==> src/synchronous_fifo.sv <==
`timescale 1ns/100ps

module synchronous_fifo #(
    parameter int WIDTH = 8,
    parameter int DEPTH = 16
) (
    input  logic                clock,
    input  logic                arst_n,
    input  logic                flush,
    input  logic [WIDTH-1:0]    wr_data,
    input  logic                wr_en,
    output logic                full,
    output logic [WIDTH-1:0]    rd_data,
    output logic                rd_valid,
    input  logic                rd_ready
);

    localparam int ADDR_W = $clog2(DEPTH);

    logic [WIDTH-1:0]   mem [DEPTH];
    logic [ADDR_W:0]    wr_ptr;
    logic [ADDR_W:0]    rd_ptr;
    logic               do_write;
    logic               do_read;

    // Extra pointer bit tells full from empty
    assign full = (wr_ptr[ADDR_W] != rd_ptr[ADDR_W])
        && (wr_ptr[ADDR_W-1:0] == rd_ptr[ADDR_W-1:0]);
    assign rd_valid = (wr_ptr != rd_ptr);
    assign do_write = wr_en & ~full;
    assign do_read  = rd_valid & rd_ready;

    // Head word shows without a read request
    assign rd_data = mem[rd_ptr[ADDR_W-1:0]];

    always_ff @(posedge clock or negedge arst_n) begin
        if (!arst_n) begin
            wr_ptr <= '0;
            rd_ptr <= '0;
        end else if (flush) begin
            wr_ptr <= '0;
            rd_ptr <= '0;
        end else begin
            if (do_write) begin
                wr_ptr <= wr_ptr + 1'b1;
            end
            if (do_read) begin
                rd_ptr <= rd_ptr + 1'b1;
            end
        end
    end

    always_ff @(posedge clock) begin
        if (do_write) begin
            mem[wr_ptr[ADDR_W-1:0]] <= wr_data;
        end
    end

endmodule

==> config.mk <==
export PLATFORM = sky130hd
export DESIGN_NAME = synchronous_fifo
export DESIGN_NICKNAME = d
export VERILOG_FILES = /design/src/synchronous_fifo.sv
export SDC_FILE = /design/constraint.sdc
export NUM_CORES = 1
export LEC_CHECK = 0
export ABC_AREA = 1
export BUFFER_PORTS_ARGS = -buffer_cell sky130_fd_sc_hd__buf_2
export CAP_MARGIN = 0
export CORE_MARGIN = 1.5
export CORE_UTILIZATION = 61
export CTS_CLUSTER_DIAMETER = 30
export CTS_CLUSTER_SIZE = 16
export DETAILED_ROUTE_END_ITERATION = 7
export GPL_TIMING_DRIVEN = 0
export PLACE_DENSITY = 0.84
export SLEW_MARGIN = 10
export SYNTH_ARGS = -nofsm -noshare
export SYNTH_HDL_FRONTEND = slang
export SYNTH_SLANG_ARGS = --single-unit
==> constraint.sdc <==
create_clock -name clock -period 2.6 [get_ports clock]
set_input_delay 0.52 -clock clock [delete_from_list [all_inputs] [get_ports clock]]
set_output_delay 0.52 -clock clock [all_outputs]
set_load 0.05 [all_outputs]
## Word-level counts from Yosys, hierarchy flattened

Memory sizes are Yosys's and may differ from the RTL's.
Index checks and enable logic that the tools add are counted.

- Bits in registers: 10
- Memory bits (writable): 128
- Input port bits: 13
- Logic and storage cells: 20
- Memories kept: 1

- $add $sub $neg: 2
- Equality and inequality tests: 3
- Multiplexer cells: 6
- Bitwise gates (word level): 3
- Reductions and logical operators: 3

Memories:

| name | depth | bits a word | rd ports | clocked after Yosys merged registers in | wr ports | line | text |
|---|---|---|---|---|---|---|---|
| mem | 16 | 8 | 1 | 0 | 1 | 20 | `logic [WIDTH-1:0] mem [DEPTH];` |

Operators with widths:

| operator | number |
|---|---|
| 5-bit 2-to-1 mux | 4 |
| 5-bit by 1-bit adder with 5-bit output, second input constant | 2 |
| 5-bit inequality test | 1 |
| 4-bit == test | 1 |
| 2-bit nonzero test | 2 |
| 1-bit AND | 2 |
| 1-bit 2-to-1 mux | 2 |
| 1-bit logical AND | 1 |
| 1-bit inequality test | 1 |
| 1-bit NOT | 1 |

## Logic depth before layout (Yosys ltp)

- Word-level depth: 6
- Depth in mapped cells: 10
- Depth with buffers taken out: 8

## Least setup slack after synthesis

OpenSTA, ideal clock, no wires.

- Kind: reg2reg
- Start: register rd_ptr[1]
- End: memory mem[12][0], enable pin
- Library setup time: 0.383 ns
- Arrival: 1.683 ns
- Setup slack: 0.534 ns
- Stages on the path, launching flop included: 10
- Buffers on the path: 2
- Path through: dfrtp_1 -> buf_2 -> inv_2 -> nand2_1 -> nand2_1 -> nor2_4 -> nand3_4 -> nand2_4 -> buf_4 -> nor3_1

- Word-level cells in the longest chain between the ends: 6

Ends and longest elaborated chain:

| element | line | text |
|---|---|---|
| start, declared | 22 | `logic [ADDR_W:0] rd_ptr;` |
| start signal, assigned | 48 | `rd_ptr <= rd_ptr + 1'b1;` |
| 4-bit == test | 28 | `&& (wr_ptr[ADDR_W-1:0] == rd_ptr[ADDR_W-1:0]);` |
| 1-bit logical AND | 28 |  |
| 1-bit NOT | 30 | `assign do_write = wr_en & ~full;` |
| 1-bit AND | 30 |  |
| 1-bit 2-to-1 mux | 54 | `if (do_write) begin` |
| 1-bit 2-to-1 mux (implied by the code) | 55 | `mem[wr_ptr[ADDR_W-1:0]] <= wr_data;` |
| end, declared | 20 |  |

Every way passes these cells.

## Final worst setup path

- Start: register rd_ptr[0]
- End: output port rd_data[6]

- Word-level cells in the longest chain between the ends: 1

Ends and longest elaborated chain:

| element | line | text |
|---|---|---|
| memory read 16 x 8 bit | -- |  |
| end, declared | 13 | `output logic [WIDTH-1:0] rd_data,` |

Every way passes these cells.

==> impl_metrics.ini <==
[cells_and_area]
nFillCells = 518
nNetsFinal = 581
post_layout_nonfiller_instances = 705
antenna_cells = 0
area_delta_synth_final_pct = 23.3
drive_gt1_share_pct = 25.0
multi_input_area_sq_mm = 0.00173
register_area_sq_mm = 0.00410

[worst_setup_path]
reg2regPathDepth = 9
cp_slowest_cell = dfrtp_2
cp_common_cell = nand2_1
start_kind = register
max_stage_delay_ns = 0.48
crit_path_end_kind = output pin
critPathMaxFanout = 10
cp.arrival_ns = 2.25
cp.required_ns = 2.08
critPathKind = reg -> out
cp_cell_sequence = inv_6, clkbuf_16, buf_6, nand2_1, a31oi_2, nand2_1, nand2_1, buf_6

[flow_run]
cap_violations = 0

[detailed_routing]
first_pass_iters = 6
drt_wl_total_mm = 16.7
remaining_drc_errors = 0
first_iter_violations = 684
drt.antenna.violating_nets = 0
num_vias = 4541
vias_per_cell = 6.44
wl_per_cell_microns = 23.7

[timing]
finalCritPeriodShare_pct = 106
fin_ws_ns = -0.167
slew_headroom_pct = 37.9
tightest_slew_ns = 0.929
skew_ns = 0.0131
finalCriticalPeriod_ns = 2.77
rsz0062_at_grt = true
slew_violations = 0
final-hold-violation-count = 0
max_freq_ghz = 0.361
setup_violations = 8

[clocking]
numCtsBuffers = 17
htree_levels = 4
clk_latency_ns = 0.53
root_buffer = clkbuf_8
cts_tree = done
clk_pin_slew_ns = 0.06
cts_buffer_depth = 2
clock-sinks = 138

[die]
start_util_pct = 63.3
die_area_sq_mm = 0.0102
die_x_microns = 101
coreArea_sq_mm = 0.00928
fp.dieH_microns = 101
rows = 35
ios = 23

[power]
ir_drop_mv = 0.495
p_switching_mw = 1.53
seqPwrFrac_pct = 42.7
p_comb_share_pct = 13.9
clkPwrFrac_pct = 43.5
p_leak_nw = 2.76
power_density_mw_per_mm2 = 802
swShare_pct = 26.4
p_total_mw = 5.81
internal-power_mw = 4.28

[synth]
synth_fp_nets = 528
yosys-top-cells-count = 128 x edfxtp_1, 122 x nand2_1, 49 x nor2_1
yosys_warnings = 0
synth_cells = 510
synth_top_cell_by_area = edfxtp_1
seq_area_frac_synth_pct = 69.7
synth_cell_types = 29
synth.avg_cell_area_sq_um = 11.5
ys_top_cells_by_area = edfxtp_1 65%, nand2_1 7.8%, dfrtp_1 4.3%
ys.flop_type = edfxtp_1
yosys_register_bits = 138
synth_async_sr_flop_share_pct = 7.25
synth.most_common_cell = edfxtp_1
yosysTopAreaCellShare_pct = 65.4
synth_area_sq_mm = 0.00587
synth_edf_count = 128

[place]
portBuffers = 22
dp_cells = 661
gp_congestion = 0.900
hpwlAfterDp_mm = 9.11

[global_routing]
grt_usage_pct = 32.5
grt_pass1_vias = 4269
gr-total-overflow = 0
grt_pass1_wl_mm = 23.2
antenna_found_initial = 0
grt_start_max_net_pins = 17

[run_status]
status = complete, but fails checks
failed_checks = negative setup slack

[min_path]
min_path_type = in -> reg
worstHoldPathCells = 3
layout by cell type (no fill, tap or decap), drive strengths merged, types with 2 or more instances in the layout:
cell type,count
a21oi,24
inv,22
nand4,10
o22ai,3
buf,55
nor3,15
nand3,32
clkbuf,23
a31oi,4
dfrtp,10
xor2,3
ha,5
o211ai,12
nor2,52
bufinv,4
clkinv,9
clkinvlp,2
o21ai,37
nand2,124
edfxtp,128
metal layers:
| metal | GRT usage, % | wire length (microns) |
|---|---|---|
| met1 | 39.3 | 5670 |
| met2 | 54.3 | 8100 |
| met3 | 8.11 | 1730 |
| met4 | 17.5 | 1210 |
| met5 | 0 | 0 |
cells by family (layout without fill, tap and decap cells):
group | after synthesis | count (layout) | share of synthesized area (%)
AOI/OAI and AO/OA | 81 | 81 | 7.61
xor gates and xnor gates | 3 | 3 | 0.447
adders and majority gates | 5 | 5 | 1.07
buffers and inverters | 50 | 116 | 3.75
DFF | 138 | 138 | 69.7
and+or+nand+nor | 233 | 233 | 17.4
final timing paths:
| kind | from | to | slack, ns |
|---|---|---|---|
| worst min-delay path | rd_ready | rd_ptr[1]$_DFFE_PN0P_ | 0.32 |
| worst max register to register | rd_ptr[1]$_DFFE_PN0P_ | mem[15][0]$_DFFE_PP_ | 0.22 |
| worst max-delay path | rd_ptr[0]$_DFFE_PN0P_ | rd_data[6] | -0.17 |
| min in group asynchronous | arst_n | wr_ptr[2]$_DFFE_PN0P_ | 0.38 |
| worst min register to register | wr_ptr[4]$_DFFE_PN0P_ | wr_ptr[4]$_DFFE_PN0P_ | 0.58 |
| max in group asynchronous | arst_n | rd_ptr[0]$_DFFE_PN0P_ | 2.00 |
worst max-delay path: cells and delay by family (launching register included):
family / cells / cell delay [ns]
flip-flops: 1 / 0.48
buffers and inverters: 4 / 0.62
AO/OA/AOI/OAI: 1 / 0.25
AND/OR/NAND/NOR: 3 / 0.37
stage by stage:
step / TNS, ns / utilization [%] / cell area, sq um / hold WS, ns / setup slack, ns
after floorplan: 0 / - / 5870 / 0.224 / 0.534
after global placement: -0.0721 / 66.2 / 6140 / 0.387 / -0.00916
after detailed placement: -1.95 / 66.2 / 6140 / 0.394 / -0.129
after CTS: -0.0851 / 76.0 / 7060 / 0.298 / -0.0517
after global routing: -0.916 / 78.0 / 7240 / 0.319 / -0.215
final: -0.550 / 78.0 / 7240 / 0.317 / -0.167
cell type report:
cell class	count	share of cell area, %
sequential	138	56.5
clock inverter	15	2.78
inverter	22	1.28
tap	129	2.23
buffer	28	3.78
clock buffer	17	5.72
timing repair buffer	34	3.80
multi-input combinational	322	23.9
sequential cells by signal, summed over array words and instances, names as in the netlist:
signal and flops:
rd_ptr 5, mem 128, wr_ptr 5
power by group through the flow:
stage / Combinational, mW / Sequential [mW] / Clock [mW]
after floorplan: 0.391 / 2.51 / 0
after global placement: 0.578 / 2.52 / 0
after detailed placement: 0.598 / 2.52 / 0
after CTS: 0.708 / 2.47 / 2.51
after global routing: 0.842 / 2.48 / 2.61
final: 0.805 / 2.48 / 2.52
what timing repair did:
item / in CTS / in global routing
pin swaps: 5 / 2
gates cloned: 1 / 2
resized for setup: 84 / 30
buffers inserted: 2 / 6
hold buffers: 1 / 0
setup endpoints to repair: 88 / 24
endpoints found under the hold margin: 10 / 0
Power figures use the tool's default switching activity.
