## src/rmii_pkg.sv

```systemverilog
package rmii_pkg;

    ////////////////////////////////////////
    // RMII line side
    ////////////////////////////////////////

    localparam int DIBIT_W = 2;
    localparam int BYTE_W = 8;
    localparam int DIBITS_PER_BYTE = BYTE_W / DIBIT_W;

    // Preamble dibits are all 01 until the delimiter ends on 11
    localparam logic [BYTE_W-1:0] SFD_BYTE = 8'hD5;

endpackage

```

## src/frame_pkg.sv

```systemverilog
package frame_pkg;

    ////////////////////////////////////////
    // Frame buffer word
    ////////////////////////////////////////

    localparam int FRAME_WORD_W = rmii_pkg::BYTE_W + 1;

    // Marker flag picks the view
    typedef union packed {
        struct packed {
            logic                           marker;
            logic [rmii_pkg::BYTE_W-1:0]    value;
        } byte_view;
        struct packed {
            logic                           marker;
            logic [rmii_pkg::BYTE_W-2:0]    reserved;
            logic                           error;
        } marker_view;
    } frame_word_t;

    localparam int FRAME_DEPTH = 2048;
    localparam int PAYLOAD_DEPTH = 2048;

    ////////////////////////////////////////
    // Ethernet CRC-32, reflected
    ////////////////////////////////////////

    localparam int CRC_W = 32;
    localparam logic [CRC_W-1:0] CRC_POLY = 32'hEDB88320;
    localparam logic [CRC_W-1:0] CRC_INIT = '1;
    localparam logic [CRC_W-1:0] CRC_RESIDUE = 32'hDEBB20E3;

endpackage

```

## src/rmii_byte_packager.sv

```systemverilog
`timescale 1ns/100ps

module rmii_byte_packager (
    input  logic                            clock,
    input  logic                            arst_n,
    input  logic [rmii_pkg::DIBIT_W-1:0]    rmii_rxd,
    input  logic                            rmii_crs_dv,
    input  logic                            rmii_rx_er,
    input  logic                            full,
    output frame_pkg::frame_word_t          word,
    output logic                            push
);

    logic [rmii_pkg::BYTE_W-1:0]                    shifter;
    logic [rmii_pkg::BYTE_W-1:0]                    shifted;
    logic [$clog2(rmii_pkg::DIBITS_PER_BYTE)-1:0]   dibit_count;
    logic                                           in_frame;
    logic                                           frame_error;
    logic                                           error_next;

    // First dibit on the line is the least significant pair
    assign shifted = {rmii_rxd, shifter[rmii_pkg::BYTE_W-1:rmii_pkg::DIBIT_W]};

    // A byte refused by a full buffer this cycle still counts
    assign error_next = frame_error | rmii_rx_er | (push & full);

    always_ff @(posedge clock or negedge arst_n) begin
        if (!arst_n) begin
            shifter     <= '0;
            dibit_count <= '0;
            in_frame    <= 1'b0;
            frame_error <= 1'b0;
            push        <= 1'b0;
        end else begin
            push <= 1'b0;
            if (!rmii_crs_dv) begin
                shifter <= '0;
                if (in_frame) begin
                    push     <= 1'b1;
                    in_frame <= 1'b0;
                end
            end else if (!in_frame) begin
                shifter <= shifted;
                if (shifted == rmii_pkg::SFD_BYTE) begin
                    in_frame    <= 1'b1;
                    dibit_count <= '0;
                    frame_error <= 1'b0;
                end
            end else begin
                shifter     <= shifted;
                dibit_count <= dibit_count + 1'b1;
                frame_error <= error_next;
                if (&dibit_count) begin
                    push <= 1'b1;
                end
            end
        end
    end

    always_ff @(posedge clock) begin
        if (!rmii_crs_dv) begin
            word.marker_view.marker   <= 1'b1;
            word.marker_view.reserved <= '0;
            word.marker_view.error    <= error_next;
        end else begin
            word.byte_view.marker <= 1'b0;
            word.byte_view.value  <= shifted;
        end
    end

endmodule

```

## config.mk

```make
export PLATFORM = sky130hd
export DESIGN_NAME = rmii_byte_packager
export DESIGN_NICKNAME = d
export VERILOG_FILES = /design/src/rmii_pkg.sv /design/src/frame_pkg.sv /design/src/rmii_byte_packager.sv
export SDC_FILE = /design/constraint.sdc
export NUM_CORES = 1
export LEC_CHECK = 0
export BUFFER_PORTS_ARGS = -buffer_cell sky130_fd_sc_hd__buf_2
export CAP_MARGIN = 15
export CORE_MARGIN = 5
export CORE_UTILIZATION = 43
export DETAILED_ROUTE_END_ITERATION = 8
export GPL_TIMING_DRIVEN = 1
export PLACE_DENSITY = 0.7
export SKIP_LAST_GASP = 1
export SLEW_MARGIN = 5
export SYNTH_ARGS = -nofsm -noshare
export SYNTH_HDL_FRONTEND = slang
export SYNTH_SLANG_ARGS = --single-unit
```

## constraint.sdc

```tcl
create_clock -name clock -period 1.2 [get_ports clock]
set_input_delay 0.12 -clock clock [delete_from_list [all_inputs] [get_ports clock]]
set_output_delay 0.12 -clock clock [all_outputs]
set_load 0.01 [all_outputs]
```

== Yosys cells after proc, flatten, opt, wreduce, memory -nomap -nowiden ==
Cells that the tools add are included.

* Add/subtract/negate cells: 1
* Equality and inequality tests: 1
* Muxes and demuxes: 13
* Bitwise gates (word level): 3
* Reductions and logical operators: 3

{| class="wikitable"
|+ Operators by type and width
! cell !! count
|-
| $mux W1 || 9
|-
| $mux W9 || 1
|-
| $eq A8 B8 Y1 const B || 1
|-
| $mux W8 || 1
|-
| $mux W2 || 2
|-
| $reduce_and A2 Y1 || 2
|-
| $add A2 B1 Y2 const B || 1
|-
| $or A1 B1 Y1 || 2
|-
| $reduce_bool A2 Y1 || 1
|-
| $and A1 B1 Y1 || 1
|}

* Flip-flop bits (word level): 22
* Input bits: 7
* Output and inout port bits: 10

== Longest topological paths before layout ==
* Depth in word-level cells: 4
* Mapped depth: 3

== Least setup slack after synthesis ==
OpenSTA, ideal clock, no wires.

* Kind: flip-flop to flip-flop
* Start: register shifter[3] (netlist bit)
* End: register dibit_count[1] (netlist bit)
* Data arrival time: 1.118 ns
* Data required time: 1.080 ns
* Setup slack: -0.038 ns
* Stages on the path, launching flop included: 4
* Path buffers: 0
* Period minus slack after synthesis: 1.238 ns
* Cells stage by stage: dfrtp_1 -> nand3b_1 -> or4_4 -> a31o_1

* Longest elaborated chain between the ends: 3

{| class="wikitable"
|+ RTL lines
! element !! line !! RTL
|-
| start, declared || rmii_byte_packager.sv:14 || <nowiki>logic [rmii_pkg::BYTE_W-1:0] shifter;</nowiki>
|-
| start signal, assigned || rmii_byte_packager.sv:43 || <nowiki>shifter <= shifted;</nowiki>
|-
| start signal, assigned || rmii_byte_packager.sv:50 || <nowiki>shifter <= shifted;</nowiki>
|-
| $eq A8 B8 Y1 || rmii_byte_packager.sv:44 || <nowiki>if (shifted == rmii_pkg::SFD_BYTE) begin</nowiki>
|-
| $reduce_bool A2 Y1 (no line) || - ||
|-
| $reduce_and A2 Y1 (no line) || - ||
|-
| end signal, assigned || rmii_byte_packager.sv:51 || <nowiki>dibit_count <= dibit_count + 1'b1;</nowiki>
|-
| end, declared || rmii_byte_packager.sv:16 || <nowiki>logic [$clog2(rmii_pkg::DIBITS_PER_BYTE)-1:0] dibit_count;</nowiki>
|}

Every way passes these cells.
A chain may end at the register's enable or synchronous reset.

== Worst setup path after layout ==
* Start: register shifter[3] (netlist bit)
* End: register dibit_count[0] (netlist bit)

Same word-level chain as after synthesis.

==> metrics.cfg <==
[status]
status=finished, violations left
violations=negative setup slack

[drt]
drtIter0Drc=4
drtAntennaViolNets=0
wl_per_cell_um=12.39
totalWireLength_mm=1.115
remaining_drc_errors=0
vias_per_cell=4.811
drt_first_pass_iters=4
vias=433

[worst_hold_path]
min_from=rmii_rxd[1]
holdCritPathClass=primary input to flop

[sta]
post-route-period-util_pct=109.0
skew_ns=0.004987
clock.fmax_mhz=764.4
setup_viol=3
hold_violations=0
slew_headroom_pct=81.09
tns_ns=-0.2510
rsz0062_at_grt=true
tightestPinTransition_ns=0.2820
layout_setup_ws_ns=-0.1082
period_minus_slack_ns=1.308
drv_slew=0
holdWs_ns=0.06416

[synthesis]
syn-num-nets=59
synth_cell_types=19
syn_avg_cell_area_um2=12.93
yosys_register_bits=20
synth_area_um2=659.4
synthesis.instances=51
ys_seq_area_share_pct=69.07
yosysWarningCount=0

[final_layout]
drive_above_1_share_pct=36.49
fin_area_um2=823.3
antenna-diode-count=0
fin_nets=83
final_common_cell=buf_2
layout_common_cells=16 x buf_2, 13 x and2_1, 11 x dfrtp_1
syn_to_final_growth_pct=24.86

[global_route]
grt_usage_pct=10.20
grt_max_degree=17
grt_pass1_wl_mm=1.883
grt_pass1_vias=414
grt_overflow=0
antenna_found_initial=0

[cts]
cts_max_path_buffers=2
cts_tree=yes
clk-insertion-delay-late_ns=0.29
cts_resized=0
clock_tree.root_cell=clkbuf_4
post_cts_buffers=0
cts_inserted_buffers=3
clock_sinks=20
path_clk_slew_ns=0.11
htree_levels=1

[die]
dieArea_um2=2417
io_pins=17
start_util_pct=44.29
coreArea_um2=1489
fp.dieH_um=49.16
die_w_um=49.16
num_rows=14

[job]
drv_cap=0

[critical_path]
crit_path_max_fanout=4
critPathRequiredTime_ns=1.39
critPathLaunch=shifter[3]$_DFF_PN0_
r2r-start=shifter[3]$_DFF_PN0_
cp.arrival_ns=1.50
criticalPathCategory=flop to flop
cp-end-kind=flop
start_kind=flop

[power]
ir_drop_mv=0.7767
total_power_w=0.001144
p_leak_nw=0.4356
power_density_nw_per_um2=1389

[place]
dpl.hpwl_um=879.2
gp_congestion=0.6900
placed_cell_area_um2=777.0
numPortBuffers=16

worst max-delay path, cell delays in order (launching register included):
cell and delay [ns]:
dfrtp_1 0.40, nand3b_1 0.16, or4_4 0.44, a21o_2 0.21
metal layers:
layer | vias to the layer above | wire [µm] | track usage, % | share of wire, %
li1 | 215 | - | - | -
met1 | 204 | 488 | 13.65 | 44
met2 | 14 | 561 | 14.81 | 50
met3 | 0 | 65 | 3.670 | 5.8
met4 | 0 | 0 | 4.036 | 0
met5 | - | 0 | 0 | 0
synth_stat cells:
cell / number / area share (%)
nor2_1: 2 / 1.1
nand2_1: 2 / 1.1
and3_2: 1 / 1.1
and2_2: 1 / 1.1
or4_4: 1 / 1.7
a211oi_1: 1 / 1.1
a21oi_1: 1 / 0.76
a21o_2: 1 / 1.3
ha_1: 1 / 1.9
dfxtp_1: 9 / 27
o21a_1: 1 / 1.1
nand4_1: 1 / 0.95
o2bb2ai_1: 1 / 1.3
buf_2: 1 / 0.76
nand3b_1: 1 / 1.1
a31o_1: 1 / 1.3
dfrtp_1: 11 / 42
inv_1: 1 / 0.57
and2_1: 13 / 12
cells by family after synthesis:
| group | after synthesis | synth area share (%) |
|---|---|---|
| flops | 20 | 69.07 |
| buf+inv | 2 | 1.327 |
| fa+ha+maj | 1 | 1.897 |
| compound gates | 6 | 7.022 |
| simple gates | 22 | 20.69 |
path summary, 6_finish.rpt:
kind,cells past startpoint,slack (ns),to
max in group asynchronous,2,0.79,shifter[5]$_DFF_PN0_
setup reg to reg,3,-0.11,dibit_count[0]$_DFFE_PN0P_
min in group asynchronous,2,0.21,dibit_count[0]$_DFFE_PN0P_
hold reg to reg,1,0.51,frame_error$_DFFE_PN0P_
hold / removal,2,0.06,word[7]$_SDFF_PN0_
setup / recovery,3,-0.11,dibit_count[0]$_DFFE_PN0P_
where the power goes:
group          switching [W]  total (W)  internal, W
Clock               0.000189   0.000373     0.000185
Combinational      0.0000368  0.0000720    0.0000352
Sequential        0.00000810   0.000698     0.000690
Total               0.000234    0.00114     0.000910
sequential cells by signal (all words and copies together), names as in the netlist:
register     flops
word             9
dibit_count      2
in_frame         1
frame_error      1
push             1
shifter          6
what timing repair did:
action	CTS	global route
endpoints found under the hold margin	11	0
hold buffers	1	0
endpoints found under the setup margin	3	3
cell type report:
cell class	instances	area, µm²
Sequential cell	20	455.4
Timing Repair Buffer	20	112.6
Clock buffer	4	36.28
Tap cell	16	20.02
Multi-Input combinational cell	29	195.2
Inverter	1	3.754
Fill cell	132	665.6
stage by stage:
stage	utilization [%]	setup slack [ns]	instances
2_1_floorplan	-	-0.02019	51
3_3_place_gp	52.18	-0.04347	85
3_5_place_dp	52.18	-0.08889	85
4_1_cts	55.29	-0.1051	90
5_1_grt	55.29	-0.1348	90
6_report	55.29	-0.1082	90
Note: power is estimated with default switching activity, not from simulation.
