**src/rmii_pkg.sv**
```systemverilog
package rmii_pkg;

    ////////////////////////////////////////
    // RMII line side
    ////////////////////////////////////////

    localparam int DIBIT_W = 2;
    localparam int BYTE_W = 8;
    localparam int DIBITS_PER_BYTE = BYTE_W / DIBIT_W;

    // Preamble dibits are all 01 until the delimiter ends on 11
    localparam logic [BYTE_W-1:0] SFD_BYTE = 8'hD5;

endpackage

```
**src/rmii_byte_shipper.sv**
```systemverilog
`timescale 1ns/100ps

module rmii_byte_shipper (
    input  logic                            clock,
    input  logic                            arst_n,
    input  logic [rmii_pkg::BYTE_W-1:0]     transmit_data,
    input  logic                            transmit_valid,
    input  logic                            transmit_last,
    output logic                            transmit_ready,
    output logic [rmii_pkg::DIBIT_W-1:0]    rmii_txd,
    output logic                            rmii_tx_en
);

    logic [rmii_pkg::BYTE_W-1:0]                    shifter;
    logic [$clog2(rmii_pkg::DIBITS_PER_BYTE)-1:0]   dibit_count;
    logic                                           last_byte;
    logic                                           take;

    // Next byte loads while the final dibit of the current one is out
    assign transmit_ready = ~rmii_tx_en | ((&dibit_count) & ~last_byte);
    assign take           = transmit_valid & transmit_ready;

    assign rmii_txd = rmii_tx_en ? shifter[rmii_pkg::DIBIT_W-1:0] : '0;

    always_ff @(posedge clock or negedge arst_n) begin
        if (!arst_n) begin
            rmii_tx_en  <= 1'b0;
            dibit_count <= '0;
            last_byte   <= 1'b0;
        end else if (take) begin
            rmii_tx_en  <= 1'b1;
            dibit_count <= '0;
            last_byte   <= transmit_last;
        end else if (rmii_tx_en) begin
            dibit_count <= dibit_count + 1'b1;
            if (&dibit_count) begin
                rmii_tx_en <= 1'b0;
            end
        end
    end

    always_ff @(posedge clock) begin
        if (take) begin
            shifter <= transmit_data;
        end else begin
            shifter <= shifter >> rmii_pkg::DIBIT_W;
        end
    end

endmodule

```
**config.mk**
```make
export PLATFORM = sky130hd
export DESIGN_NAME = rmii_byte_shipper
export DESIGN_NICKNAME = d
export VERILOG_FILES = /design/src/rmii_pkg.sv /design/src/rmii_byte_shipper.sv
export SDC_FILE = /design/constraint.sdc
export NUM_CORES = 1
export LEC_CHECK = 0
export BUFFER_PORTS_ARGS = -buffer_cell sky130_fd_sc_hd__clkbuf_2
export CAP_MARGIN = 10
export CORE_AREA = 2 2 39 41
export CTS_CLUSTER_SIZE = 24
export DETAILED_ROUTE_END_ITERATION = 7
export DIE_AREA = 0 0 41 43
export SETUP_SLACK_MARGIN = 0.4
export SLEW_MARGIN = 5
export SYNTH_ARGS = -nofsm -noshare
export SYNTH_HDL_FRONTEND = slang
export SYNTH_SLANG_ARGS = --single-unit
```
**constraint.sdc**
```tcl
create_clock -name clock -period 1.5 [get_ports clock]
set_input_delay 0.15 -clock clock [delete_from_list [all_inputs] [get_ports clock]]
set_output_delay 0.15 -clock clock [all_outputs]
set_load 0.02 [all_outputs]
```
Word level (Yosys, flattened, before mapping)
Index checks and enable logic that the tools add are counted.
{"block": "word_totals", "reg_bits": 12, "latch_bits": 0, "mem_bits_rw": 0, "romBits": 0, "input_bits": 12, "memories": 0}
{"block": "op_classes", "addsub": 1, "n_mul": 0, "div": 0, "magnitude_cmp": 0, "n_eq_ne": 0, "n_shift": 0, "mux": 7, "bitwise": 5, "reduce_logical": 2}
{"op": "2-to-1 mux 2 bit", "n": 3}
{"op": "2-to-1 mux 6 bit", "n": 1}
{"op": "2-to-1 mux 1 bit", "n": 3}
{"op": "adder 2 x 1 -> 2 bit (second input constant)", "n": 1}
{"op": "bitwise AND 1 bit", "n": 2}
{"op": "NOT 1 bit", "n": 2}
{"op": "AND reduction 2 bit", "n": 1}
{"op": "nonzero test 2 bit", "n": 1}
{"op": "bitwise OR 1 bit", "n": 1}

Longest topological paths before layout
{"block": "logic_depth", "depth_word": 5, "ltp_mapped": 4, "ltp_nobuf": 4}

Worst setup path after synthesis
No wires, ideal clock.
{"block": "synth_path", "kind": "reg-to-reg", "from": "register dibit_count[0] (netlist bit)", "to": "register shifter[0] (netlist bit)", "setup_ns": 0.121, "t_arrival_ns": 1.275, "required_time_ns": 1.379, "slack_ns": 0.105, "path_stages_with_launch": 5, "n_path_buf": 0, "cell_sequence": "dfrtp_1 ha_1 nor2b_2 o21ai_4 mux2_2"}
{"block": "synth_between", "elab_chain_len": 5}
{"element": "start, declared", "line": "rmii_byte_shipper.sv:15", "rtl": "logic [$clog2(rmii_pkg::DIBITS_PER_BYTE)-1:0] dibit_count;"}
{"element": "start signal, assigned", "line": "rmii_byte_shipper.sv:35", "rtl": "dibit_count <= dibit_count + 1'b1;"}
{"element": "AND reduction 2 bit", "line": "rmii_byte_shipper.sv:20", "rtl": "assign transmit_ready = ~rmii_tx_en | ((&dibit_count) & ~last_byte);"}
{"element": "bitwise AND 1 bit", "line": "rmii_byte_shipper.sv:20"}
{"element": "bitwise OR 1 bit", "line": "rmii_byte_shipper.sv:20"}
{"element": "bitwise AND 1 bit", "line": "rmii_byte_shipper.sv:21", "rtl": "assign take = transmit_valid & transmit_ready;"}
{"element": "2-to-1 mux 6 bit", "line": "rmii_byte_shipper.sv:43", "rtl": "if (take) begin"}
{"element": "end signal, assigned", "line": "rmii_byte_shipper.sv:44", "rtl": "shifter <= transmit_data;"}
{"element": "end signal, assigned", "line": "rmii_byte_shipper.sv:46", "rtl": "shifter <= shifter >> rmii_pkg::DIBIT_W;"}
{"element": "end, declared", "line": "rmii_byte_shipper.sv:14", "rtl": "logic [rmii_pkg::BYTE_W-1:0] shifter;"}
Every way passes these cells.
A chain may end at the register's enable or synchronous reset.

Worst setup path in the final report
{"block": "layout_path", "from": "register dibit_count[0] (netlist bit)", "to": "output port transmit_ready"}
{"block": "layout_between", "elab_chain_len": 3}
{"element": "AND reduction 2 bit", "line": "rmii_byte_shipper.sv:20"}
{"element": "bitwise AND 1 bit", "line": "rmii_byte_shipper.sv:20"}
{"element": "bitwise OR 1 bit", "line": "rmii_byte_shipper.sv:20"}
{"element": "end, declared", "line": "rmii_byte_shipper.sv:9", "rtl": "output logic transmit_ready,"}
Every way passes these cells.

==> results by group <==
Power
  – Power density cells: 2010 nW/µm²
  – Static Leakage: 0.388 nW
  – P_sw: 0.467 mW
  – Net Sw Frac: 30.0%
  – Internal Power: 1.09 mW
  – Peak supply drop: 0.00115 V
  – Logic gate share of total power: 54.5%
  – Sequential Power Share: 32.6%
  – Power share of the clock group: 12.9%

Clock tree
  – TritonCTS clock tree: yes
  – Later-pin clock latency in the skew report: 270 ps
  – Clock net sink count: 12
  – H-tree depth: 1
  – Clock transition at path regs: 80 ps
  – CTS root buf: clkbuf_4
  – Number of CTS-inserted buffers: 3
  – CTS Buffer Depth: 2

Detailed routing
  – Final ANT Viol Nets: 0
  – Vias: 391
  – Vias per cell: 4.60
  – Routed WL: 908 µm
  – Detailed Route Iter0 Violations: 4
  – Drt drc: 0
  – Post-DR wirelength/cell: 10.7 µm
  – First drt pass iteration count: 4

Final layout
  – Final Non-Filler Cells: 85
  – Area of the multi-input gates: 244 µm²
  – Ant. Diodes: 0
  – Final layout net count: 83
  – Share of layout cells above drive strength 1: 62.3%
  – Syn-to-layout area delta: 63.8%
  – FF/Latch Area: 260 µm²
  – Layout filler cell count: 124

Die
  – Die area: 1760 µm²
  – Core Area: 1380 µm²
  – DIE HEIGHT: 43 µm
  – I/O pin count: 16
  – Die Width: 41 µm
  – Initial Util: 34.2%
  – Row count: 14

Synthesis
  – XOR/XNOR Fraction of Synth Area: 0%
  – Simple-Gate Fraction of Synth Area: 13.2%
  – Netlist Area Pre-Place: 473 µm²
  – Post-Synth Adder-Cell Area: 2.65%
  – Syn nets: 53
  – Compound-gate portion of the synthesized area: 12.2%
  – Yosys warns: 0
  – Register area share after synthesis: 55.0%
  – Number of synthesized register bits: 12
  – Mux cell area share after synthesis: 14.3%
  – Top cells by area, synth: dfxtp_1 (34%), dfrtp_1 (21%), mux2_2 (14%)
  – Post-Synthesis Cells: 40
  – Biggest area consumer among synthesized cells: dfxtp_1
  – Synth cell types: 19
  – Synth top area share: 33.9%
  – Avg Cell Area, Syn: 11.8 µm²
  – Largest family of logic cells by synthesized area: multiplexers

Timing
  – Fin crit period: 1550 ps
  – Slew Viols, Final: 0
  – Slew HR: 80.4%
  – Hold_ws: 105 ps
  – Tcrit/Tclk final: 103%
  – Final WS setup: -46.7 ps
  – Final setup viols: 1
  – Worst Tran Pin Value: 293 ps
  – Final Skew: 12.2 ps
  – RSZ-0062 raised after global routing: yes
  – Final Hold Fails: 0
  – F_max: 647 MHz

Setup path
  – CP startpoint kind: register
  – Crit path capture type: output port
  – Critical Path RT: 1350 ps
  – Critical Path Fanout Max: 3
  – WS Path Type: register to output port
  – Worst Path Arrival: 1400 ps

Hold path
  – Worst min path class: primary input to register

Placed design
  – Placed Instances: 71
  – RePlAce Congestion: 0.761
  – PortBufs: 15
  – Detailed Place HPWL: 596 µm
  – Pre-CTS setup slack: 47.3 ps

Run status
  – Outcome: finished, violations left
  – Failing checks: negative setup slack

Global routing
  – Number of global-route vias before repair: 359
  – Total GRT Usage: 13.4%
  – Pin count of the biggest net entering global routing: 10
  – First-pass GRT wire length: 1.54 mm
  – Grt ovf: 0
  – Initial antenna violation count: 0

Run
  – Max-cap viol count: 0
## flip-flops by register name, indices dropped and copies added, names as in the netlist
name	flops
dibit_count	2
shifter	8
rmii_tx_en	1
last_byte	1
## routing by layer
metal  up-vias  share of wire [%]  global-route usage, %
li1        195                  -                      -
met2        15                 44                   16.9
met3         4                7.3                   3.14
met4         0                3.5                   10.0
met5         -                  0                      0
met1       177                 45                   18.9
## stage by stage
| stage | utilization (%) | TNS (ps) | power (mW) | area [µm²] |
|---|---|---|---|---|
| final | 56.0 | -46.7 | 1.56 | 774 |
| after global routing | 56.0 | -284 | 1.67 | 774 |
| after CTS | 54.6 | -41.0 | 1.51 | 756 |
| after detailed placement | 43.4 | 0 | 1.05 | 601 |
| after global placement | 43.4 | 0 | 1.04 | 601 |
| after floorplan | - | 0 | 0.919 | 503 |
## power by group through the flow
stage / Combinational (mW) / Sequential (mW) / Clock, mW
detailed placement: 0.534 / 0.520 / 0
floorplan: 0.389 / 0.530 / 0
CTS: 0.791 / 0.509 / 0.210
finish: 0.848 / 0.507 / 0.200
global route: 0.918 / 0.523 / 0.229
global placement: 0.529 / 0.515 / 0
## cell usage after synthesis
cell type,n
a21o_1,1
a21oi_1,1
a22o_1,1
a32o_1,1
and2_2,2
and3_1,2
buf_2,1
dfrtp_1,4
dfxtp_1,8
ha_1,1
inv_1,1
inv_2,1
mux2_2,6
nand2_1,3
nor2_1,2
nor2b_2,1
o21ai_0,2
o21ai_4,1
or2b_1,1
## critical path, cell delays in order, from the launching register on
cell      delay [ps]
dfrtp_1          390
ha_2             190
nor2b_4          140
or2b_1           250
clkbuf_8         160
## worst paths after layout
kind                                            start                    endpoint  slack (ps)  cells past startpoint
setup reg to reg           dibit_count[0]$_DFFE_PN0P_  dibit_count[1]$_DFFE_PN0P_          20                      8
min in group asynchronous                      arst_n       last_byte$_DFFE_PN0P_         210                      2
hold / removal                       transmit_data[1]          shifter[1]$_DFF_P_         110                      2
max in group asynchronous                      arst_n        rmii_tx_en$_DFF_PN0_        1170                      2
setup / recovery           dibit_count[0]$_DFFE_PN0P_              transmit_ready         -50                      4
hold reg to reg                    shifter[4]$_DFF_P_          shifter[2]$_DFF_P_         460                      1
## logic make-up after synthesis
| kind of cell | Yosys count |
|---|---|
| AOI/OAI and AO/OA | 7 |
| adders and majority gates | 1 |
| buffers and inverters | 3 |
| DFF | 12 |
| muxes | 6 |
| and+or+nand+nor | 11 |
## timing repair
action,in CTS,in global routing
endpoints found under the setup margin,14,15
pin swaps,6,2
setup buffers,8,1
hold endpoints to repair,4,0
hold buffers,1,0
resized for setup,13,4
## layout by cell type, fill, tap and decap left out, types with 3 or more instances in the layout
| cell | instances |
|---|---|
| dfxtp_1 | 8 |
| mux2_4 | 6 |
| dfrtp_1 | 4 |
| nand2_1 | 3 |
| buf_6 | 5 |
| clkbuf_4 | 3 |
| buf_4 | 5 |
| clkbuf_2 | 11 |
## area by class of cell
type / count / share of cell area (%)
sequential: 12 / 33.6
clock buffer: 4 / 3.39
tap: 16 / 2.58
multi-input combinational: 25 / 31.5
inverter: 2 / 0.969
timing repair buffer: 26 / 27.9
(Power assumes the default switching activity.)
