[src/rmii_pkg.sv]
package rmii_pkg;

    ////////////////////////////////////////
    // RMII line side
    ////////////////////////////////////////

    localparam int DIBIT_W = 2;
    localparam int BYTE_W = 8;
    localparam int DIBITS_PER_BYTE = BYTE_W / DIBIT_W;

    // Preamble dibits are all 01 until the delimiter ends on 11
    localparam logic [BYTE_W-1:0] SFD_BYTE = 8'hD5;

endpackage

[src/receive_slot_handler.sv]
`timescale 1ns/100ps

module receive_slot_handler (
    input  logic                            clock,
    input  logic                            arst_n,
    input  logic                            frame_good,
    input  logic                            frame_bad,
    input  logic [rmii_pkg::BYTE_W-1:0]     rd_data,
    input  logic                            rd_valid,
    output logic                            rd_ready,
    output logic                            flush,
    output logic                            slot_free,
    output logic [rmii_pkg::BYTE_W-1:0]     receive_data,
    output logic                            receive_valid,
    output logic                            receive_last,
    input  logic                            receive_ready
);

    // Idle when neither flag is set
    logic draining;
    logic flushing;
    logic load;

    assign rd_ready  = draining & (~receive_valid | receive_ready);
    assign load      = rd_ready & rd_valid;
    assign flush     = flushing;
    assign slot_free = ~draining & ~flushing & ~rd_valid;

    // Parser is held off while draining, so an empty buffer means final byte
    assign receive_last = receive_valid & draining & ~rd_valid;

    always_ff @(posedge clock or negedge arst_n) begin
        if (!arst_n) begin
            draining      <= 1'b0;
            flushing      <= 1'b0;
            receive_valid <= 1'b0;
        end else begin
            flushing <= frame_bad;
            if (frame_good) begin
                draining <= 1'b1;
            end else if (draining && !rd_valid && (!receive_valid || receive_ready)) begin
                draining <= 1'b0;
            end
            if (load) begin
                receive_valid <= 1'b1;
            end else if (receive_ready) begin
                receive_valid <= 1'b0;
            end
        end
    end

    always_ff @(posedge clock) begin
        if (load) begin
            receive_data <= rd_data;
        end
    end

endmodule

[config.mk]
export PLATFORM = sky130hd
export DESIGN_NAME = receive_slot_handler
export DESIGN_NICKNAME = d
export VERILOG_FILES = /design/src/rmii_pkg.sv /design/src/receive_slot_handler.sv
export SDC_FILE = /design/constraint.sdc
export NUM_CORES = 1
export LEC_CHECK = 0
export BUFFER_PORTS_ARGS = -buffer_cell sky130_fd_sc_hd__buf_2
export CORE_MARGIN = 2
export CORE_UTILIZATION = 25
export DETAILED_ROUTE_END_ITERATION = 8
export GPL_TIMING_DRIVEN = 0
export PLACE_DENSITY = 0.62
export SLEW_MARGIN = 25
export SYNTH_ARGS = -nofsm -noshare
export SYNTH_HDL_FRONTEND = slang
export SYNTH_SLANG_ARGS = --single-unit
[constraint.sdc]
create_clock -name clock -period 1.3 [get_ports clock]
set_clock_uncertainty 0.1 [all_clocks]
set_input_delay 0.39 -clock clock [delete_from_list [all_inputs] [get_ports clock]]
set_output_delay 0.39 -clock clock [all_outputs]
set_load 0.02 [all_outputs]
Yosys cells after proc, flatten, opt, wreduce, memory -nomap -nowiden --
Cells that the tools add are included.
Storage, ports and cells: register bits after elaboration 11, output and inout port bits 13, logic and storage cells 26
Operators by class: mux-type cells 4, bitwise logic cells 11, reductions and logical operators 7
Operators with widths (count):
- $and A1 B1 Y1 | 6
- $mux W1 | 4
- $not A1 Y1 | 4
- $reduce_bool A2 Y1 | 2
- $logic_and A1 B1 Y1 | 2
- $logic_not A1 Y1 | 2
- $logic_or A1 B1 Y1 | 1
- $or A1 B1 Y1 | 1

Depth between registers and ports, before layout --
Gate-level depths: netlist of the first run.
depth after elaboration 5, depth in mapped cells 2, mapped depth without buffers 2

Worst setup path before layout of the first run --
Ideal clock, no wire load.
path kind register to output, start point reg flushing (netlist: flush), end point out slot_free, arrival 0.958 ns, required time 0.810 ns, slack -0.148 ns, stages on the path, launching flop included 2, buffers on the path 0, cell sequence dfrtp_1 nor3_1
On the way: word-level cells in the longest chain between the ends 3
Ends and longest elaborated chain:
- from (decl) | line receive_slot_handler.sv:21 | logic flushing;
- from (signal assigned) | line receive_slot_handler.sv:38 | flushing <= frame_bad;
- $not A1 Y1 | line receive_slot_handler.sv:27 | assign slot_free = ~draining & ~flushing & ~rd_valid;
- $and A1 B1 Y1 (2 in a row) | line receive_slot_handler.sv:27
- to (decl) | line receive_slot_handler.sv:12 | output logic slot_free,
Every way passes these cells.

Final worst setup path of the first run --
start point reg receive_valid, end point out rd_ready
On the way: word-level cells in the longest chain between the ends 3
Ends and longest elaborated chain:
- from (decl) | line receive_slot_handler.sv:14 | output logic receive_valid,
- from (signal assigned) | line receive_slot_handler.sv:36 | receive_valid <= 1'b0;
- from (signal assigned) | line receive_slot_handler.sv:45 | receive_valid <= 1'b1;
- from (signal assigned) | line receive_slot_handler.sv:47 | receive_valid <= 1'b0;
- $not A1 Y1 | line receive_slot_handler.sv:24 | assign rd_ready = draining & (~receive_valid | receive_ready);
- $or A1 B1 Y1 | line receive_slot_handler.sv:24
- $and A1 B1 Y1 | line receive_slot_handler.sv:24
- to (decl) | line receive_slot_handler.sv:10 | output logic rd_ready,
Every way passes these cells.

==> impl_metrics.csv, run 1 <==
group,metric,value,unit
global_route,gr-total-overflow,0,
status,violations,"setup timing",
yosys,yosys.area.top_type_share,64.2,%
die,start_util,27.7,%
power,p_seq_share,52.1,%
worst_setup_path,cp-start-kind,"flip-flop",
yosys,synth_area_leader_cell,"edfxtp_1",
clock_tree,clock_path_buffers,2,
yosys,synth.area.top_cells,"edfxtp_1 64%, dfrtp_1 20%, nand2b_4 3.7%",
clock_tree,clk_latency,0.26,ns
global_route,grt_pass1_wl,1350,microns
power,switching_share,25.2,%
route,vias_per_cell,4.40,
layout,drive_gt1_share,70.2,%
worst_hold_path,hp-class,"in -> reg",
clock_tree,cts-root-buf,"clkbuf_4",
yosys,syn_inst,22,
clock_tree,clock_sinks,11,
clock_tree,path_clk_slew,0.07,ns
yosys,syn-num-nets,36,
die,core_area,1350,sq um
sta,worstMarginPinSlew,0.182,ns
route,routedWlPerCell,12.9,microns
worst_setup_path,arrival,1.02,ns
power,irDropWorstVdd,0.000530,V
route,drt_iter0_markers,3,
power,internal-power,612,uW
power,pwr-share-comb,20.5,%
global_route,grt_usage,10.8,%
yosys,ys_warn_count,0,
worst_setup_path,critPathMaxFanout,3,
global_route,antenna_found_initial,0,
worst_setup_path,cp.required,0.81,ns
power,p_switching,207,uW
sta,fin_ws,-0.209,ns
die,pin_count,27,
yosys,ys_types,9,
worst_setup_path,path_cells,"nand2b_4 > and2_4 > buf_6",
worst_setup_path,crit_path_max_incr_delay,0.44,ns
worst_setup_path,crit_type,"reg -> out",
job,cap_viol_max_count,0,
die,die_height,42.7,microns
worst_setup_path,crit_buf_inv,1,
layout,finalNetCount,72,
die,die_area,1820,sq um
layout,fin_cells,72,
sta,min_period_over_period,116,%
clock_tree,cts_tree,"done",
worst_setup_path,critPathSlowestCell,"dfrtp_2",
yosys,ys_seq_elements,11,
status,status,"complete, but fails checks",
layout,area_growth,72.9,%
yosys,syn_area,374,sq um
place,dpl.hpwl,663,microns
sta,max_freq,0.663,GHz
yosys,ys_seq_area_share,84.3,%
die,die_w,42.7,microns
sta,rsz0062_at_grt,"yes",
sta,holdWs,0.131,ns
place,gp_congestion,0.652,
clock_tree,htreeDepth,1,
yosys,postSynthAreaPerCell,17.0,sq um
layout,antenna_cells,0,
global_route,grt_pass1_vias,308,
die,rows,13,
power,power_density,1270,nW/um^2
power,p_leak,0.000299,uW
power,p_clk_share,27.4,%
route,ant_nets,0,
route,via_count,317,
global_route,grt_max_degree,9,
sta,slew_violations,0,
sta,period_needed,1.51,ns
clock_tree,cts_made_buffers,3,
worst_setup_path,crit_family,"flip-flops",
sta,hold_viol,0,
place,port_buffers,26,
worst_setup_path,crit_path_end_kind,"output port",
place,place_inst,63,
route,routed_wl,931,microns
route,drc_errors,0,
sta,slew_headroom,87.9,%
route,drt-pass1-iter-count,4,
sta,finalSetupViolations,15,
sta,fin_setup_tns,-1.62,ns
[sequential cells by signal (all words and copies together), names as in the netlist]
| signal | flops |
|---|---|
| draining | 1 |
| receive_data | 8 |
| receive_valid | 1 |
| flush | 1 |
[timing repair]
| item | in CTS | in global routing |
|---|---|---|
| setup buffers | 1 | 3 |
| hold buffers | 1 | 0 |
| endpoints found under the setup margin | 7 | 21 |
| endpoints found under the hold margin | 3 | 0 |
| gates cloned | 0 | 0 |
| resized for setup | 9 | 8 |
| pin swaps | 0 | 0 |
[through the flow]
stage | utilization (%) | total power, uW | cell area [sq um] | setup WS [ns]
after global placement | 39.4 | 549 | 532 | -0.122
after global routing | 47.9 | 869 | 647 | -0.261
after floorplan | - | 495 | 383 | 0.00290
after CTS | 44.6 | 804 | 602 | -0.207
final | 47.9 | 819 | 647 | -0.209
after detailed placement | 39.4 | 552 | 532 | -0.110
[power by group through the flow]
stage | Sequential [uW] | Combinational (uW) | Clock, uW
finish | 427 | 168 | 225
global placement | 429 | 120 | 0
CTS | 424 | 145 | 234
floorplan | 456 | 38.7 | 0
global route | 429 | 177 | 263
detailed placement | 430 | 122 | 0
[metal layers]
metal	part of all wire, %	track usage [%]	routed length (microns)
met2	48	18.2	447
met4	0	3.75	0
met5	0	0	0
met1	41	10.5	379
met3	11	7.23	105
[layout make-up]
class	instances	area [sq um]
fill	130	703
sequential	11	318
timing repair buffer	31	214
multi-input combinational	11	70.1
clock buffer	4	26.3
tap	15	18.8
[worst paths after layout]
check	slack [ns]	depth (start not counted)	start	to
worst max-delay path	-0.21	3	receive_valid$_DFFE_PN0P_	rd_ready
worst min-delay path	0.13	1	frame_bad	flush$_DFF_PN0_
worst max register to register	-0.10	4	receive_valid$_DFFE_PN0P_	receive_data[1]$_DFFE_PP_
worst min register to register	0.47	2	draining$_DFFE_PN0P_	receive_valid$_DFFE_PN0P_
max in group asynchronous	0.63	2	arst_n	receive_valid$_DFFE_PN0P_
min in group asynchronous	0.34	2	arst_n	draining$_DFFE_PN0P_
[layout by cell type, fill, tap and decap left out, drive strengths merged]
cell type	instances
a21oi	1
edfxtp	8
and2	1
nor2	3
nor3	1
dfrtp	3
and3	1
clkbuf	4
nand2b	1
nand2	3
buf	30
dlygate4sd3	1
[cells by family after synthesis]
group | count (synthesis) | share of synthesized area [%]
and+or+nand+nor | 10 | 14.4
AOI/OAI and AO/OA | 1 | 1.34
DFF | 11 | 84.3
[synthesized netlist by cell type]
cell,n
nand2b_4,1
nand2_1,3
edfxtp_1,8
and2_1,1
and3_1,1
a21oi_1,1
dfrtp_1,3
nor3_1,1
nor2_1,3
No activity file was read; power rests on OpenSTA's default activity.
==> inputs of run 2 (changes only) <==
ABC_AREA = 1   (was default)
MAX_ROUTING_LAYER = met4   (was default)
PLACE_DENSITY = 0.61   (was 0.62)
==> run 2 against run 1 <==
Compared with the run above:
- the run still ends with setup timing left
- critical path depth rose by 1
- non-clock buffer count rose by 1
- setup slack got worse by 0.016 ns
- utilization fell by 1.1 points
- fmax fell by 1.1%
- combinational power rose by 7%
- worst hold slack improved by 0.012 ns
- sequential share of layout area fell by 3.2 points
- count of clock-buffer cells in the layout did not move
- critical path type unchanged
- critical endpoint unchanged
- largest power group unchanged
- highest routed layer unchanged
==> impl_metrics.csv, run 2 <==
group,metric,value,unit
global_route,grt_pass1_wl,1470,microns
route,vias_per_cell,4.27,
clock_tree,htreeDepth,1,
worst_setup_path,cp.required,0.81,ns
route,routedWlPerCell,11.4,microns
yosys,synth.area.top_cells,"edfxtp_1 63%, dfrtp_1 20%, inv_1 3.9%",
layout,area_growth,80.7,%
worst_setup_path,reg2reg_from,"draining$_DFFE_PN0P_",
layout,largest_reg_flops,8,
yosys,ys_seq_area_share,82.6,%
power,p_switching,201,uW
layout,multi_input_area,73.8,sq um
yosys,ys_types,9,
worst_setup_path,path_cells,"inv_2 > nor2_4 > nor2_2 > buf_6",
yosys,syn_area,382,sq um
worst_setup_path,crit_buf_inv,2,
place,port_buffers,26,
yosys,ys.flop_type,"edfxtp_1",
status,status,"complete, but fails checks",
worst_setup_path,critPathSlowestCell,"dfrtp_2",
route,drc_errors,0,
worst_setup_path,arrival,1.04,ns
layout,finalNetCount,77,
sta,fin_setup_tns,-1.66,ns
die,start_util,25.9,%
place,place_area,554,sq um
worst_setup_path,cp-start-kind,"flip-flop",
status,violations,"setup timing",
yosys,ys_seq_elements,11,
sta,rsz0062_at_grt,"yes",
layout,mostFrequentLayoutCells,"19 x buf_2, 8 x edfxtp_1, 7 x buf_6",
worst_setup_path,crit_type,"reg -> out",
layout,layout_commonest_cell,"buf_2",
power,internal-power,612,uW
layout,antenna_cells,0,
sta,min_period_over_period,117,%
layout,fill_cells,152,
die,die_height,43.1,microns
yosys,async_flop_share,27.3,%
sta,finalSetupViolations,12,
power,switching_share,24.7,%
die,core_area,1470,sq um
global_route,grt_usage,11.8,%
clock_tree,cts-root-buf,"clkbuf_4",
sta,slew_violations,0,
global_route,gr-total-overflow,0,
worst_setup_path,crit_family,"flip-flops",
yosys,synth_area_leader_cell,"edfxtp_1",
power,pwr-share-comb,22.0,%
worst_setup_path,worst-r2r-setup-slack,-0.12,ns
layout,drive_gt1_share,67.7,%
place,dpl.hpwl,692,microns
route,drt-pass1-iter-count,2,
power,p_clk_share,26.8,%
route,drt_iter0_markers,3,
sta,worstMarginPinSlew,0.174,ns
job,cap_viol_max_count,0,
yosys,synth-edff-count,8,
global_route,grt_pass1_vias,350,
clock_tree,clock_path_buffers,2,
route,via_count,333,
yosys,synthMostInstantiatedCell,"edfxtp_1",
power,p_seq_share,51.2,%
yosys,syn_inst,26,
worst_hold_path,hold_path_end,"flush$_DFF_PN0_",
power,power,814,uW
clock_tree,cts_made_buffers,3,
power,irDropWorstVdd,0.000602,V
power,p_leak,0.000325,uW
route,ant_nets,0,
route,routed_wl,889,microns
power,power_density,1180,nW/um^2
die,rows,14,
sta,period_needed,1.53,ns
yosys,netlist_top_cells_count,"8 x edfxtp_1, 4 x inv_1, 4 x nand2_1",
worst_hold_path,min_from,"frame_bad",
worst_setup_path,regToRegEndpoint,"receive_data[6]$_DFFE_PP_",
clock_tree,path_clk_slew,0.06,ns
worst_hold_path,hold_depth,1,
clock_tree,clock_sinks,11,
global_route,grt_max_degree,9,
sta,slew_headroom,88.4,%
sta,max_freq,0.656,GHz
layout,final_cell_area,689,sq um
global_route,antenna_found_initial,0,
clock_tree,cts_tree,"done",
die,die_w,43.1,microns
layout,top_register,"receive_data",
clock_tree,clk_latency,0.26,ns
layout,register_area,317,sq um
sta,hold_viol,0,
worst_setup_path,critPathMaxFanout,2,
yosys,yosys.area.top_type_share,63.0,%
sta,holdWs,0.143,ns
die,die_area,1860,sq um
worst_setup_path,crit_path_end_kind,"output port",
yosys,ys_warn_count,0,
yosys,syn-num-nets,40,
worst_hold_path,hp-class,"in -> reg",
yosys,postSynthAreaPerCell,14.7,sq um
worst_setup_path,crit_path_max_incr_delay,0.41,ns
worst_setup_path,critical_path_depth,4,
die,pin_count,27,
place,gp_congestion,0.700,
sta,fin_ws,-0.225,ns
worst_setup_path,reg2regPathDepth,5,
-- run 2: how the worst max path moves through the flow --
stage,from,end,slack (ns)
after floorplan,receive_valid$_DFFE_PN0P_,receive_data[0]$_DFFE_PP_,-0.02
after global placement,rd_valid,receive_data[7]$_DFFE_PP_,-0.12
after detailed placement,rd_valid,receive_data[5]$_DFFE_PP_,-0.14
after CTS,draining$_DFFE_PN0P_,receive_last,-0.20
after global routing,draining$_DFFE_PN0P_,receive_last,-0.28
final,receive_valid$_DFFE_PN0P_,rd_ready,-0.23
-- run 2: final cells by class --
class / instances / area share [%]
clock buffer: 4 / 3.81
timing repair buffer: 32 / 33.9
inverter: 5 / 2.72
tap: 16 / 2.90
sequential: 11 / 45.9
multi-input combinational: 10 / 10.7
-- run 2: power by group through the flow --
stage / logic, uW / registers [uW] / clock network [uW]
global placement: 123 / 423 / 0
global route: 194 / 418 / 252
floorplan: 43.9 / 449 / 0
finish: 179 / 416 / 218
detailed placement: 123 / 423 / 0
CTS: 166 / 415 / 232
-- run 2: per-layer routing --
| metal | wire (microns) | GRT usage (%) | share of wire, % |
|---|---|---|---|
| met1 | 353 | 13.0 | 40 |
| met2 | 410 | 17.6 | 46 |
| met3 | 125 | 5.11 | 14 |
| met4 | 0 | 7.27 | 0 |
| met5 | 0 | - | 0 |
-- run 2: through the flow --
step / setup WS (ns) / util, % / instances
final: -0.225 / 46.9 / 78
after global routing: -0.285 / 46.9 / 78
after CTS: -0.200 / 44.6 / 77
after detailed placement: -0.136 / 37.7 / 68
after global placement: -0.125 / 37.7 / 68
after floorplan: -0.0164 / - / 26
-- run 2: cell families (layout without fill, tap and decap cells) --
family,after synthesis,after routing,share of synthesized area (%)
AO/OA/AOI/OAI,1,1,1.31
buffers and inverters,5,41,4.92
flip-flops,11,11,82.6
AND/OR/NAND/NOR,9,9,11.1
-- run 2: timing repair --
item / 4_1_cts / 5_1_grt
cloned: 0 / 0
setup buffers: 4 / 1
hold endpoints to repair: 3 / 0
hold buffers: 1 / 0
gates resized for setup: 7 / 8
pin swaps: 2 / 1
setup endpoints to repair: 14 / 19
